[src/common/sdmacPkg.sv]
/*
 Shared sizes and types for the SCSI DMA sequencer.
 FIFO longwords are packed big-endian, so byte lane 0 is bits 31:24.
 dmaDir_i low moves SCSI bytes into the FIFO and high moves them out.
*/
`default_nettype none

package sdmacPkg;

    typedef logic [7:0]  byteT;     // SCSI data byte
    typedef logic [31:0] longT;     // FIFO longword
    typedef logic [2:0]  fifoPtrT;  // FIFO entry index
    typedef logic [3:0]  fifoCntT;  // Occupancy, 0 up to FifoDepth
    typedef logic [1:0]  bytePtrT;  // Byte lane inside a longword

    localparam int FifoDepth = 8;           // Longword entries
    localparam bytePtrT LastLane = 2'd3;    // Lane that completes a longword

    // Direction encoding of dmaDir_i
    localparam logic DirS2f = 1'b0;         // SCSI chip to FIFO
    localparam logic DirF2s = 1'b1;         // FIFO to SCSI chip

    typedef enum logic [2:0] {
        Idle,           // Waiting for CPU request or DREQ
        CpuAccess,      // Register cycle, first strobe cycle
        CpuTerm,        // Register cycle, second strobe cycle, sets ack
        DmaXfer1,       // DACK, first cycle
        DmaXfer2,       // DACK, byte moves here
        DmaRecover      // DACK low gap
    } scsiStateT;

endpackage

`default_nettype wire
[src/design/scsiDmaTop.sv]
/*
 SCSI DMA controller top. All logic runs on BCLK.
 Host FIFO port has no back-pressure; watch fifoFull_o and fifoEmpty_o.
 SCSI side uses a level DREQ/DACK handshake and a CS register cycle.
*/
`default_nettype none

module scsiDmaTop
    import sdmacPkg::*;
(
    input  wire  BCLK,
    input  wire  CRESET_,
    input  wire  dmaEn_i,
    input  wire  dmaDir_i,          // 0 = SCSI to FIFO, 1 = FIFO to SCSI
    input  wire  cpuReq_i,
    input  wire  cpuRw_i,           // 1 = read
    input  wire  byteT cpuWrData_i,
    input  wire  hostWr_i,
    input  wire  longT hostWrData_i,
    input  wire  hostRd_i,
    input  wire  scsiDreq_i,
    input  wire  byteT scsiData_i,
    output byteT cpuRdData_o,
    output logic cpuAck_o,
    output longT hostRdData_o,
    output logic fifoFull_o,
    output logic fifoEmpty_o,
    output logic hostLongReady_o,
    output logic hostLongNeeded_o,
    output logic scsiCs_o,
    output logic scsiRe_o,
    output logic scsiWe_o,
    output logic scsiDack_o,
    output byteT scsiData_o
);

    logic incBo;            // Sequencer to FIFO strobes
    logic incNi;
    logic incNo;
    logic s2f;
    logic cpu2s;            // Sequencer to datapath selects
    logic s2cpu;
    logic boEq3;
    byteT fifoByte;         // Head lane toward the chip
    byteT scsiByte;         // Registered chip byte toward the FIFO

    scsiSm u_scsiSm (
        .BCLK             (BCLK),
        .CRESET_          (CRESET_),
        .dmaEn_i          (dmaEn_i),
        .dmaDir_i         (dmaDir_i),
        .cpuReq_i         (cpuReq_i),
        .cpuRw_i          (cpuRw_i),
        .scsiDreq_i       (scsiDreq_i),
        .hostWr_i         (hostWr_i),
        .hostRd_i         (hostRd_i),
        .fifoFull_i       (fifoFull_o),
        .fifoEmpty_i      (fifoEmpty_o),
        .boEq3_i          (boEq3),
        .scsiCs_o         (scsiCs_o),
        .scsiRe_o         (scsiRe_o),
        .scsiWe_o         (scsiWe_o),
        .scsiDack_o       (scsiDack_o),
        .cpu2s_o          (cpu2s),
        .s2cpu_o          (s2cpu),
        .s2f_o            (s2f),
        .f2s_o            (),           // Mux falls back to the FIFO lane
        .incBo_o          (incBo),
        .incNi_o          (incNi),
        .incNo_o          (incNo),
        .cpuAck_o         (cpuAck_o),
        .hostLongReady_o  (hostLongReady_o),
        .hostLongNeeded_o (hostLongNeeded_o)
    );

    dmaFifo u_dmaFifo (
        .BCLK         (BCLK),
        .CRESET_      (CRESET_),
        .hostWr_i     (hostWr_i),
        .hostWrData_i (hostWrData_i),
        .hostRd_i     (hostRd_i),
        .s2f_i        (s2f),
        .scsiByte_i   (scsiByte),
        .incBo_i      (incBo),
        .incNi_i      (incNi),
        .incNo_i      (incNo),
        .hostRdData_o (hostRdData_o),
        .fifoByte_o   (fifoByte),
        .full_o       (fifoFull_o),
        .empty_o      (fifoEmpty_o),
        .boEq3_o      (boEq3)
    );

    scsiDataPath u_scsiDataPath (
        .BCLK        (BCLK),
        .CRESET_     (CRESET_),
        .cpu2s_i     (cpu2s),
        .s2cpu_i     (s2cpu),
        .cpuWrData_i (cpuWrData_i),
        .fifoByte_i  (fifoByte),
        .scsiData_i  (scsiData_i),
        .scsiData_o  (scsiData_o),
        .scsiByte_o  (scsiByte),
        .cpuRdData_o (cpuRdData_o)
    );

endmodule

`default_nettype wire

[src/scsiSm/scsiSm.sv]
/*
 SCSI sequencer wrapper. Requests pass a capture flop, every strobe
 leaves through a flop, so a request shows up two edges later.
 cpuAck_o clears on the first edge that sees cpuReq_i low.
 Host flags are sticky and cleared only by the host strobes.
*/
`default_nettype none

module scsiSm
    import sdmacPkg::*;
(
    input  wire  BCLK,
    input  wire  CRESET_,
    input  wire  dmaEn_i,
    input  wire  dmaDir_i,
    input  wire  cpuReq_i,          // Held until cpuAck_o
    input  wire  cpuRw_i,
    input  wire  scsiDreq_i,        // Level request from the chip
    input  wire  hostWr_i,          // Clears longword needed
    input  wire  hostRd_i,          // Clears longword ready
    input  wire  fifoFull_i,
    input  wire  fifoEmpty_i,
    input  wire  boEq3_i,
    output logic scsiCs_o,
    output logic scsiRe_o,
    output logic scsiWe_o,
    output logic scsiDack_o,
    output logic cpu2s_o,
    output logic s2cpu_o,
    output logic s2f_o,
    output logic f2s_o,
    output logic incBo_o,
    output logic incNi_o,
    output logic incNo_o,
    output logic cpuAck_o,          // CPU cycle termination latch
    output logic hostLongReady_o,
    output logic hostLongNeeded_o
);

    logic cDmaEn;       // Captured requests
    logic cCpuReq;
    logic cDreq;

    logic seqCs;        // Unregistered sequencer strobes
    logic seqRe;
    logic seqWe;
    logic seqDack;
    logic seqCpu2s;
    logic seqS2cpu;
    logic seqS2f;
    logic seqF2s;
    logic seqIncBo;
    logic seqIncNi;
    logic seqIncNo;
    logic seqSetAck;

    logic setAckQ;      // Registered set-ack pulse
    logic ackFb;        // Ack seen by the sequencer, covers the pulse

    assign ackFb = cpuAck_o || setAckQ;

    scsiSeq u_scsiSeq (
        .BCLK        (BCLK),
        .CRESET_     (CRESET_),
        .dmaEn_i     (cDmaEn),
        .dmaDir_i    (dmaDir_i),
        .cpuReq_i    (cCpuReq),
        .cpuRw_i     (cpuRw_i),
        .dreq_i      (cDreq),
        .cpuAck_i    (ackFb),
        .fifoFull_i  (fifoFull_i),
        .fifoEmpty_i (fifoEmpty_i),
        .boEq3_i     (boEq3_i),
        .scsiCs_o    (seqCs),
        .scsiRe_o    (seqRe),
        .scsiWe_o    (seqWe),
        .dack_o      (seqDack),
        .cpu2s_o     (seqCpu2s),
        .s2cpu_o     (seqS2cpu),
        .s2f_o       (seqS2f),
        .f2s_o       (seqF2s),
        .incBo_o     (seqIncBo),
        .incNi_o     (seqIncNi),
        .incNo_o     (seqIncNo),
        .setAck_o    (seqSetAck)
    );

    always_ff @(posedge BCLK or negedge CRESET_) begin
        if (!CRESET_) begin
            cDmaEn     <= 1'b0;
            cCpuReq    <= 1'b0;
            cDreq      <= 1'b0;
            scsiCs_o   <= 1'b0;
            scsiRe_o   <= 1'b0;
            scsiWe_o   <= 1'b0;
            scsiDack_o <= 1'b0;
            cpu2s_o    <= 1'b0;
            s2cpu_o    <= 1'b0;
            s2f_o      <= 1'b0;
            f2s_o      <= 1'b0;
            incBo_o    <= 1'b0;
            incNi_o    <= 1'b0;
            incNo_o    <= 1'b0;
            setAckQ    <= 1'b0;
        end else begin
            cDmaEn     <= dmaEn_i;      // Capture stage
            cCpuReq    <= cpuReq_i;
            cDreq      <= scsiDreq_i;
            scsiCs_o   <= seqCs;        // Output stage
            scsiRe_o   <= seqRe;
            scsiWe_o   <= seqWe;
            scsiDack_o <= seqDack;
            cpu2s_o    <= seqCpu2s;
            s2cpu_o    <= seqS2cpu;
            s2f_o      <= seqS2f;
            f2s_o      <= seqF2s;
            incBo_o    <= seqIncBo;
            incNi_o    <= seqIncNi;
            incNo_o    <= seqIncNo;
            setAckQ    <= seqSetAck;
        end
    end

    always_ff @(posedge BCLK or negedge CRESET_) begin
        if (!CRESET_) begin
            cpuAck_o         <= 1'b0;
            hostLongReady_o  <= 1'b0;
            hostLongNeeded_o <= 1'b0;
        end else begin
            if (!cpuReq_i) begin
                cpuAck_o <= 1'b0;               // Request release ends the cycle
            end else if (setAckQ) begin
                cpuAck_o <= 1'b1;
            end
            if (incNi_o) begin
                hostLongReady_o <= 1'b1;        // SCSI side filled a longword
            end else if (hostRd_i) begin
                hostLongReady_o <= 1'b0;
            end
            if (incNo_o) begin
                hostLongNeeded_o <= 1'b1;       // SCSI side drained a longword
            end else if (hostWr_i) begin
                hostLongNeeded_o <= 1'b0;
            end
        end
    end

endmodule

`default_nettype wire

[src/scsiSm/scsiSeq.sv]
/*
 SCSI sequencer core. Inputs are expected already synchronised.
 Outputs are decoded straight from the state and must be registered
 by the wrapper. cpuAck_i has to cover the set-ack pulse in flight,
 or Idle would restart a CPU cycle that just ended.
*/
`default_nettype none

module scsiSeq
    import sdmacPkg::*;
(
    input  wire  BCLK,
    input  wire  CRESET_,
    input  wire  dmaEn_i,       // DMA enabled by host
    input  wire  dmaDir_i,      // See DirS2f / DirF2s
    input  wire  cpuReq_i,      // Captured CPU register request
    input  wire  cpuRw_i,       // 1 = read from SCSI chip
    input  wire  dreq_i,        // Captured DREQ
    input  wire  cpuAck_i,      // Cycle termination feedback
    input  wire  fifoFull_i,
    input  wire  fifoEmpty_i,
    input  wire  boEq3_i,       // Byte pointer on last lane
    output logic scsiCs_o,      // Register cycle select
    output logic scsiRe_o,      // Chip drives the bus
    output logic scsiWe_o,      // Chip samples the bus
    output logic dack_o,        // DMA acknowledge
    output logic cpu2s_o,       // CPU byte onto SCSI bus
    output logic s2cpu_o,       // Latch SCSI byte for CPU
    output logic s2f_o,         // Write SCSI byte into FIFO lane
    output logic f2s_o,         // FIFO lane onto SCSI bus
    output logic incBo_o,       // Step byte pointer
    output logic incNi_o,       // Step next-in pointer
    output logic incNo_o,       // Step next-out pointer
    output logic setAck_o       // Terminate CPU cycle
);

    scsiStateT state;
    scsiStateT nextState;

    logic dirS2f;       // Bytes flow into the FIFO
    logic dirF2s;       // Bytes flow out of the FIFO
    logic cpuPending;   // New CPU request, previous one closed
    logic dmaReady;     // DREQ with room in the current direction

    assign dirS2f = (dmaDir_i == DirS2f);
    assign dirF2s = (dmaDir_i == DirF2s);
    assign cpuPending = cpuReq_i && !cpuAck_i;
    assign dmaReady = dmaEn_i && dreq_i &&
                      ((dirS2f && !fifoFull_i) || (dirF2s && !fifoEmpty_i));

    always_ff @(posedge BCLK or negedge CRESET_) begin
        if (!CRESET_) begin
            state <= Idle;
        end else begin
            state <= nextState;
        end
    end

    always_comb begin
        nextState = state;
        case (state)
            Idle: begin
                if (cpuPending) begin         // CPU wins over DMA
                    nextState = CpuAccess;
                end else if (dmaReady) begin
                    nextState = DmaXfer1;
                end
            end
            CpuAccess:  nextState = CpuTerm;
            CpuTerm:    nextState = Idle;     // Ack feedback holds off a rerun
            DmaXfer1:   nextState = DmaXfer2;
            DmaXfer2:   nextState = DmaRecover;
            DmaRecover: nextState = Idle;
            default:    nextState = Idle;
        endcase
    end

    always_comb begin
        scsiCs_o = 1'b0;
        scsiRe_o = 1'b0;
        scsiWe_o = 1'b0;
        dack_o   = 1'b0;
        cpu2s_o  = 1'b0;
        s2cpu_o  = 1'b0;
        s2f_o    = 1'b0;
        f2s_o    = 1'b0;
        incBo_o  = 1'b0;
        incNi_o  = 1'b0;
        incNo_o  = 1'b0;
        setAck_o = 1'b0;
        case (state)
            CpuAccess: begin
                scsiCs_o = 1'b1;
                scsiRe_o = cpuRw_i;
                scsiWe_o = !cpuRw_i;
                cpu2s_o  = !cpuRw_i;        // Drive write byte early
            end
            CpuTerm: begin
                scsiCs_o = 1'b1;
                scsiRe_o = cpuRw_i;
                scsiWe_o = !cpuRw_i;
                cpu2s_o  = !cpuRw_i;
                s2cpu_o  = cpuRw_i;         // Read byte captured at the end
                setAck_o = 1'b1;
            end
            DmaXfer1: begin
                dack_o   = 1'b1;
                scsiRe_o = dirS2f;
                scsiWe_o = dirF2s;
                f2s_o    = dirF2s;
            end
            DmaXfer2: begin
                dack_o   = 1'b1;
                scsiRe_o = dirS2f;
                scsiWe_o = dirF2s;
                f2s_o    = dirF2s;
                s2f_o    = dirS2f;          // Lane write on the last DACK cycle
                incBo_o  = 1'b1;
                incNi_o  = dirS2f && boEq3_i;   // Longword complete
                incNo_o  = dirF2s && boEq3_i;   // Longword drained
            end
            default: begin
                // Idle and DmaRecover keep every strobe low
            end
        endcase
    end

endmodule

`default_nettype wire

[src/design/scsiDataPath.sv]
/*
 SCSI byte datapath. The chip must drive scsiData_i within one cycle
 of RE rising; the byte is taken on the middle edge of the RE window.
 The CPU read latch holds its value until the next register read.
*/
`default_nettype none

module scsiDataPath
    import sdmacPkg::*;
(
    input  wire  BCLK,
    input  wire  CRESET_,
    input  wire  cpu2s_i,           // CPU write cycle owns the bus
    input  wire  s2cpu_i,           // Load CPU read latch
    input  wire  byteT cpuWrData_i,
    input  wire  byteT fifoByte_i,  // Current FIFO lane
    input  wire  byteT scsiData_i,  // From the chip
    output byteT scsiData_o,        // To the chip
    output byteT scsiByte_o,        // Registered chip byte
    output byteT cpuRdData_o
);

    // Outgoing bus, FIFO lane unless a CPU write is running
    assign scsiData_o = cpu2s_i ? cpuWrData_i : fifoByte_i;

    always_ff @(posedge BCLK) begin
        scsiByte_o <= scsiData_i;           // Sampled every cycle
    end

    always_ff @(posedge BCLK or negedge CRESET_) begin
        if (!CRESET_) begin
            cpuRdData_o <= '0;
        end else if (s2cpu_i) begin
            cpuRdData_o <= scsiByte_o;      // Valid while cpuAck_o is high
        end
    end

endmodule

`default_nettype wire

[src/design/dmaFifo.sv]
/*
 Eight-longword FIFO between the host and the SCSI byte stream.
 One byte pointer is shared by both directions; lane 0 is the MSB.
 A push while full or a pop while empty is dropped without notice.
 Host and SCSI pushes in the same cycle count as a single push.
*/
`default_nettype none

module dmaFifo
    import sdmacPkg::*;
(
    input  wire  BCLK,
    input  wire  CRESET_,
    input  wire  hostWr_i,          // Push a whole longword
    input  wire  longT hostWrData_i,
    input  wire  hostRd_i,          // Pop the head longword
    input  wire  s2f_i,             // Write SCSI byte into current lane
    input  wire  byteT scsiByte_i,
    input  wire  incBo_i,           // Next byte lane
    input  wire  incNi_i,           // SCSI side completed a longword
    input  wire  incNo_i,           // SCSI side consumed a longword
    output longT hostRdData_o,      // Head entry, always visible
    output byteT fifoByte_o,        // Current lane of the head entry
    output logic full_o,
    output logic empty_o,
    output logic boEq3_o            // Last lane selected
);

    longT    mem [FifoDepth];       // Payload, no reset
    fifoPtrT nextIn;
    fifoPtrT nextOut;
    bytePtrT bytePtr;
    fifoCntT count;

    logic       push;               // Accepted next-in step
    logic       pop;                // Accepted next-out step
    logic [4:0] laneLsb;            // Bit offset of the current lane

    assign full_o  = (count == fifoCntT'(FifoDepth));
    assign empty_o = (count == '0);
    assign boEq3_o = (bytePtr == LastLane);

    assign push    = (hostWr_i || incNi_i) && !full_o;
    assign pop     = (hostRd_i || incNo_i) && !empty_o;
    assign laneLsb = {~bytePtr, 3'b000};    // Lane 0 sits at bit 24

    assign hostRdData_o = mem[nextOut];
    assign fifoByte_o   = mem[nextOut][laneLsb +: 8];

    always_ff @(posedge BCLK) begin
        if (hostWr_i && !full_o) begin
            mem[nextIn] <= hostWrData_i;
        end else if (s2f_i && !full_o) begin
            mem[nextIn][laneLsb +: 8] <= scsiByte_i;   // Fill entry byte by byte
        end
    end

    always_ff @(posedge BCLK or negedge CRESET_) begin
        if (!CRESET_) begin
            nextIn  <= '0;
            nextOut <= '0;
            bytePtr <= '0;
            count   <= '0;
        end else begin
            if (push) begin
                nextIn <= nextIn + 1'b1;
            end
            if (pop) begin
                nextOut <= nextOut + 1'b1;
            end
            if (incBo_i) begin
                bytePtr <= bytePtr + 1'b1;              // Wraps after lane 3
            end
            case ({push, pop})
                2'b10:   count <= count + 1'b1;
                2'b01:   count <= count - 1'b1;
                default: count <= count;                // None or both
            endcase
        end
    end

endmodule

`default_nettype wire

[config.mk]
export PLATFORM = sky130hd
export DESIGN_NAME = scsiDmaTop
export DESIGN_NICKNAME = d
export VERILOG_FILES = /design/src/common/sdmacPkg.sv /design/src/design/scsiDmaTop.sv /design/src/scsiSm/scsiSm.sv /design/src/scsiSm/scsiSeq.sv /design/src/design/scsiDataPath.sv /design/src/design/dmaFifo.sv
export SDC_FILE = /design/constraint.sdc
export NUM_CORES = 1
export LEC_CHECK = 0
export ABC_AREA = 1
export BUFFER_PORTS_ARGS = -buffer_cell sky130_fd_sc_hd__buf_2
export CORE_ASPECT_RATIO = 0.8
export CORE_MARGIN = 2
export CORE_UTILIZATION = 60
export CTS_CLUSTER_SIZE = 24
export DETAILED_ROUTE_END_ITERATION = 8
export PLACE_DENSITY = 0.8
export SYNTH_ARGS = -nofsm -noshare
export SYNTH_HDL_FRONTEND = slang
export SYNTH_SLANG_ARGS = --single-unit
[constraint.sdc]
create_clock -name BCLK -period 3.55 [get_ports BCLK]
set_input_delay 0.1775 -clock BCLK [delete_from_list [all_inputs] [get_ports BCLK]]
set_output_delay 0.1775 -clock BCLK [all_outputs]
set_load 0.02 [all_outputs]
==> summary by stage <==
Status
The run finished with clean final reports.

Global route
The global-route total usage across every layer is 0.300. The number of global-route vias before repair came to 10300. The total congestion overflow after global routing is 0. The first-pass GRT wire length is 55800 um. Entering global routing, the biggest net connects 70 pins.

The initial antenna violation count came to 0.

Pwr
The standby leakage power is 7.27 nW. The power consumption is 14.0 mW. Across the VDD grid, the largest voltage drop is 0.000588 V. The power per cell area is between 800 and 900 mW/mm^2.

STA
The share of the cycle needed by the critical path after routing is 0.927. The fmax is 0.304 GHz. The number of endpoints failing setup at the final stage is 0.

The final count of pins violating max slew came to 0. The setup clock skew after layout is 29.4 ps. Once routing completed, OpenROAD measured the worst setup slack at 258 ps. The slew at the pin closest to its max-slew limit is 888 ps. The total count of hold-check failures in the final report was 0.

Setup repair after global routing left no endpoint under its margin. The total negative slack is 0 ps. In this run the tightest slew margin relative to its limit is 0.408.

The clock period minus final worst setup slack is around 3300 ps.

Placement
The post-placement setup slack is 646 ps. In this run the cell area measured after placement is about 0.015 sq mm. The placer congestion estimate is 0.918. Detailed placement finished with a half-perimeter wire length of 24400 um. In this run the tool buffered the top-level ports with 113 buffer cells.

Logic synthesis
The synthesized-area fraction occupied by ao, oa, aoi and oai cells is 0.0231. For this run, the register share of the synthesized area comes to 0.640. After synthesis, the cell types taking the most area are edfxtp_1 (56%), nand2_1 (14%), dfrtp_1 (7.2%).

The fraction of synthesized area in multiplexers is 0. The number of warnings issued by yosys is 0. In this run, synthesis produced a sequential element count of 304. The count of unique library cells instantiated by Yosys is 32. Of all cell types, the one taking the most synthesized area is edfxtp_1. Of the total synthesized cell area, the portion taken by AND, OR, NAND and NOR gates is 0.236. The synthesized area divided by synthesized cell count is 9.46 sq um. The post-synth design cell area is 0.0138 sq mm. Counting every net in the synthesized netlist gives 1528. By area, the combinational part of the netlist is dominated by simple AND/OR/NAND/NOR gates. Of the post-synthesis cell area, the dominant cell type holds 0.556. The synthesized instance count is 1461.

Of the total synthesized cell area, the portion taken by XOR and XNOR cells is 0.00570. Of the total synthesized cell area, the portion taken by full adders, half adders and majority gates is 0.00906.

Route
Dividing the detail-routed wire length by the instance count gives between 15 and 20 um. The first-pass iteration count of the detailed router is 7. The number of vias per cell is 5.65. The total wire length is 36500 um. For this run, design rule violations remaining after detail routing come to 0. The antenna violation net count after detailed routing is 0. The number of violations reported at the end of detailed-routing iteration 0 is about 1700. The total vias in the final route is about 11000.

Setup path
The kind of capture point of the worst setup path is a primary output. Data on the critical path arrives at its endpoint at 3110 ps. The largest fanout on the critical path is 64.

The startpoint-to-endpoint class of the critical path is flop to primary output. STA puts the critical path data required time at 3370 ps. STA classifies the critical path startpoint as a flop.

Clock network
The maximum buffer depth of the clock tree is 3. The buffer cell driving the clock tree root is clkbuf_16. The worst-skew pair later-pin latency is between 500 and 600 ps.

Clock-pin slew was measured on the worst setup and hold paths at 60 ps. The buffer count from post-CTS setup fixing is 0. TritonCTS built the clock tree. The clock net in this run drives a total of 304 sinks. The H-tree depth is 1. The total CTS buffers is 30.

Final layout
Compared with the post-synthesis result, the final layout area differs by 14.4%. Measured on the finished design, the core utilization comes to 0.700. The finished layout cell area is 0.0158 sq mm.

The net count reported at finish is 1646. The count of antenna diodes in the layout is 0. The share of layout cells above drive strength 1 is 0.127. The count of filler cells inserted in the layout is 1610.

Floorplanning
The chip height is 140 um. 114 I/O pins were placed. The core outline area is between 0.02 and 0.025 sq mm. The full die area is 0.0243 sq mm. The starting utilization of the core area is 0.612. From left edge to right edge, the die measures 174 um. Row generation in the floorplan step produced between 40 and 50 rows.

Worst hold path
The class of the worst hold path is primary input to flop.

Job
The tool flagged a number of max-cap violations equal to 0.
flip-flops by register name, indices dropped and copies added (netlist names), 2 cells and up:
register                    count
u_dmaFifo.mem                 256
u_scsiDataPath.scsiByte_o       8
u_dmaFifo.count                 4
u_scsiDataPath.cpuRdData_o      8
u_dmaFifo.nextOut               3
u_dmaFifo.bytePtr               2
u_scsiSm.u_scsiSeq.state        3
u_dmaFifo.nextIn                3
cells in the mapped netlist (all sizes together):
| cell type | instances |
|---|---|
| xnor2 | 2 |
| nand2 | 505 |
| buf | 48 |
| a211oi | 1 |
| nor3 | 5 |
| o21bai | 2 |
| nor2 | 67 |
| dfrtp | 40 |
| clkinv | 1 |
| clkbuf | 16 |
| edfxtp | 256 |
| xor2 | 7 |
| dfxtp | 8 |
| ha | 10 |
| o21ai | 39 |
| nand4 | 19 |
| nand3 | 179 |
| o21a | 1 |
| o22ai | 2 |
| a21oi | 14 |
| inv | 239 |
metal layers:
layer / track usage / wire, um / up-vias / part of all wire
met2: 0.476 / 16900 / 730 / 0.46
met4: 0.103 / 1340 / 0 / 0.037
met3: 0.0648 / 4640 / 123 / 0.13
met5: 0 / 0 / - / 0
li1: - / - / 4914 / -
met1: 0.417 / 13700 / 5012 / 0.37
report_power, final:
group,switching (mW),internal [mW],leakage [nW]
Clock,1.35,1.76,0.484
Sequential,0.308,4.54,2.88
Combinational,4.46,1.57,3.91
Total,6.12,7.87,7.27
worst max-delay path: stages (launching register included):
cell and delay (ps):
dfrtp_4 470, clkinv_2 480, buf_12 430, nand2_1 90
nand3_1 120, nand3_1 150, nand2_1 170, nand2_1 110
nand3_1 90, nand2_1 70, nand2_1 90, nand2_1 80
buf_2 150
path summary, 6_finish.rpt:
check,from,to,slack [ps],cells past startpoint
min in group asynchronous,CRESET_,u_scsiSm.s2cpu_o$_DFF_PN0_,260,2
min reg2reg,u_scsiSm.u_scsiSeq.state[0]$_DFFE_PN0P_,u_scsiSm.setAckQ$_DFF_PN0_,490,1
max reg2reg,u_dmaFifo.bytePtr[1]$_DFFE_PN0P_,u_dmaFifo.mem[7][4]$_DFFE_PP_,380,7
min,hostWrData_i[5],u_dmaFifo.mem[3][5]$_DFFE_PP_,90,4
max,u_dmaFifo.nextOut[0]$_DFFE_PN0P_,scsiData_o[3],260,12
max in group asynchronous,CRESET_,u_dmaFifo.nextOut[0]$_DFFE_PN0P_,2630,2
timing repair:
item / 4_1_cts / 5_1_grt
endpoints found under the hold margin: 61 / 0
endpoints found under the setup margin: 0 / 0
hold buffers: 16 / 0
gates resized for setup: 0 / 0
layout make-up:
class | instances | area [sq um] | share of cell area
clock inverter | 17 | 143 | 0.00903
tap | 306 | 383 | 0.0242
clock buffer | 39 | 845 | 0.0534
inverter | 240 | 902 | 0.0571
timing repair buffer | 150 | 896 | 0.0567
sequential | 304 | 8850 | 0.560
multi-input combinational | 853 | 3780 | 0.239
layout by cell type, fill, tap and decap left out, drive strengths merged:
master       instances
a211oi               1
a21oi               14
buf                134
bufinv               1
clkbuf              39
clkinv              16
clkinvlp             2
dfrtp               40
dfxtp                8
dlygate4sd3         16
edfxtp             256
ha                  10
inv                238
nand2              505
nand3              179
nand4               19
nor2                67
nor3                 5
o21a                 1
o21ai               39
o21bai               2
o22ai                2
xnor2                2
xor2                 7
kinds of logic (layout without fill, tap and decap cells):
logic type      after synthesis  in the layout
simple gates                775            775
flops                       304            304
buf+inv                     304            446
compound gates               59             59
fa+ha+maj                    10             10
xor+xnor                      9              9
per-stage QoR:
step	hold slack, ps	instances
after floorplan	-118	1461
after global placement	280	1837
after detailed placement	281	1837
after CTS	79.6	1909
after global routing	130	1909
final	93.6	1909
(Power assumes the default switching activity.)
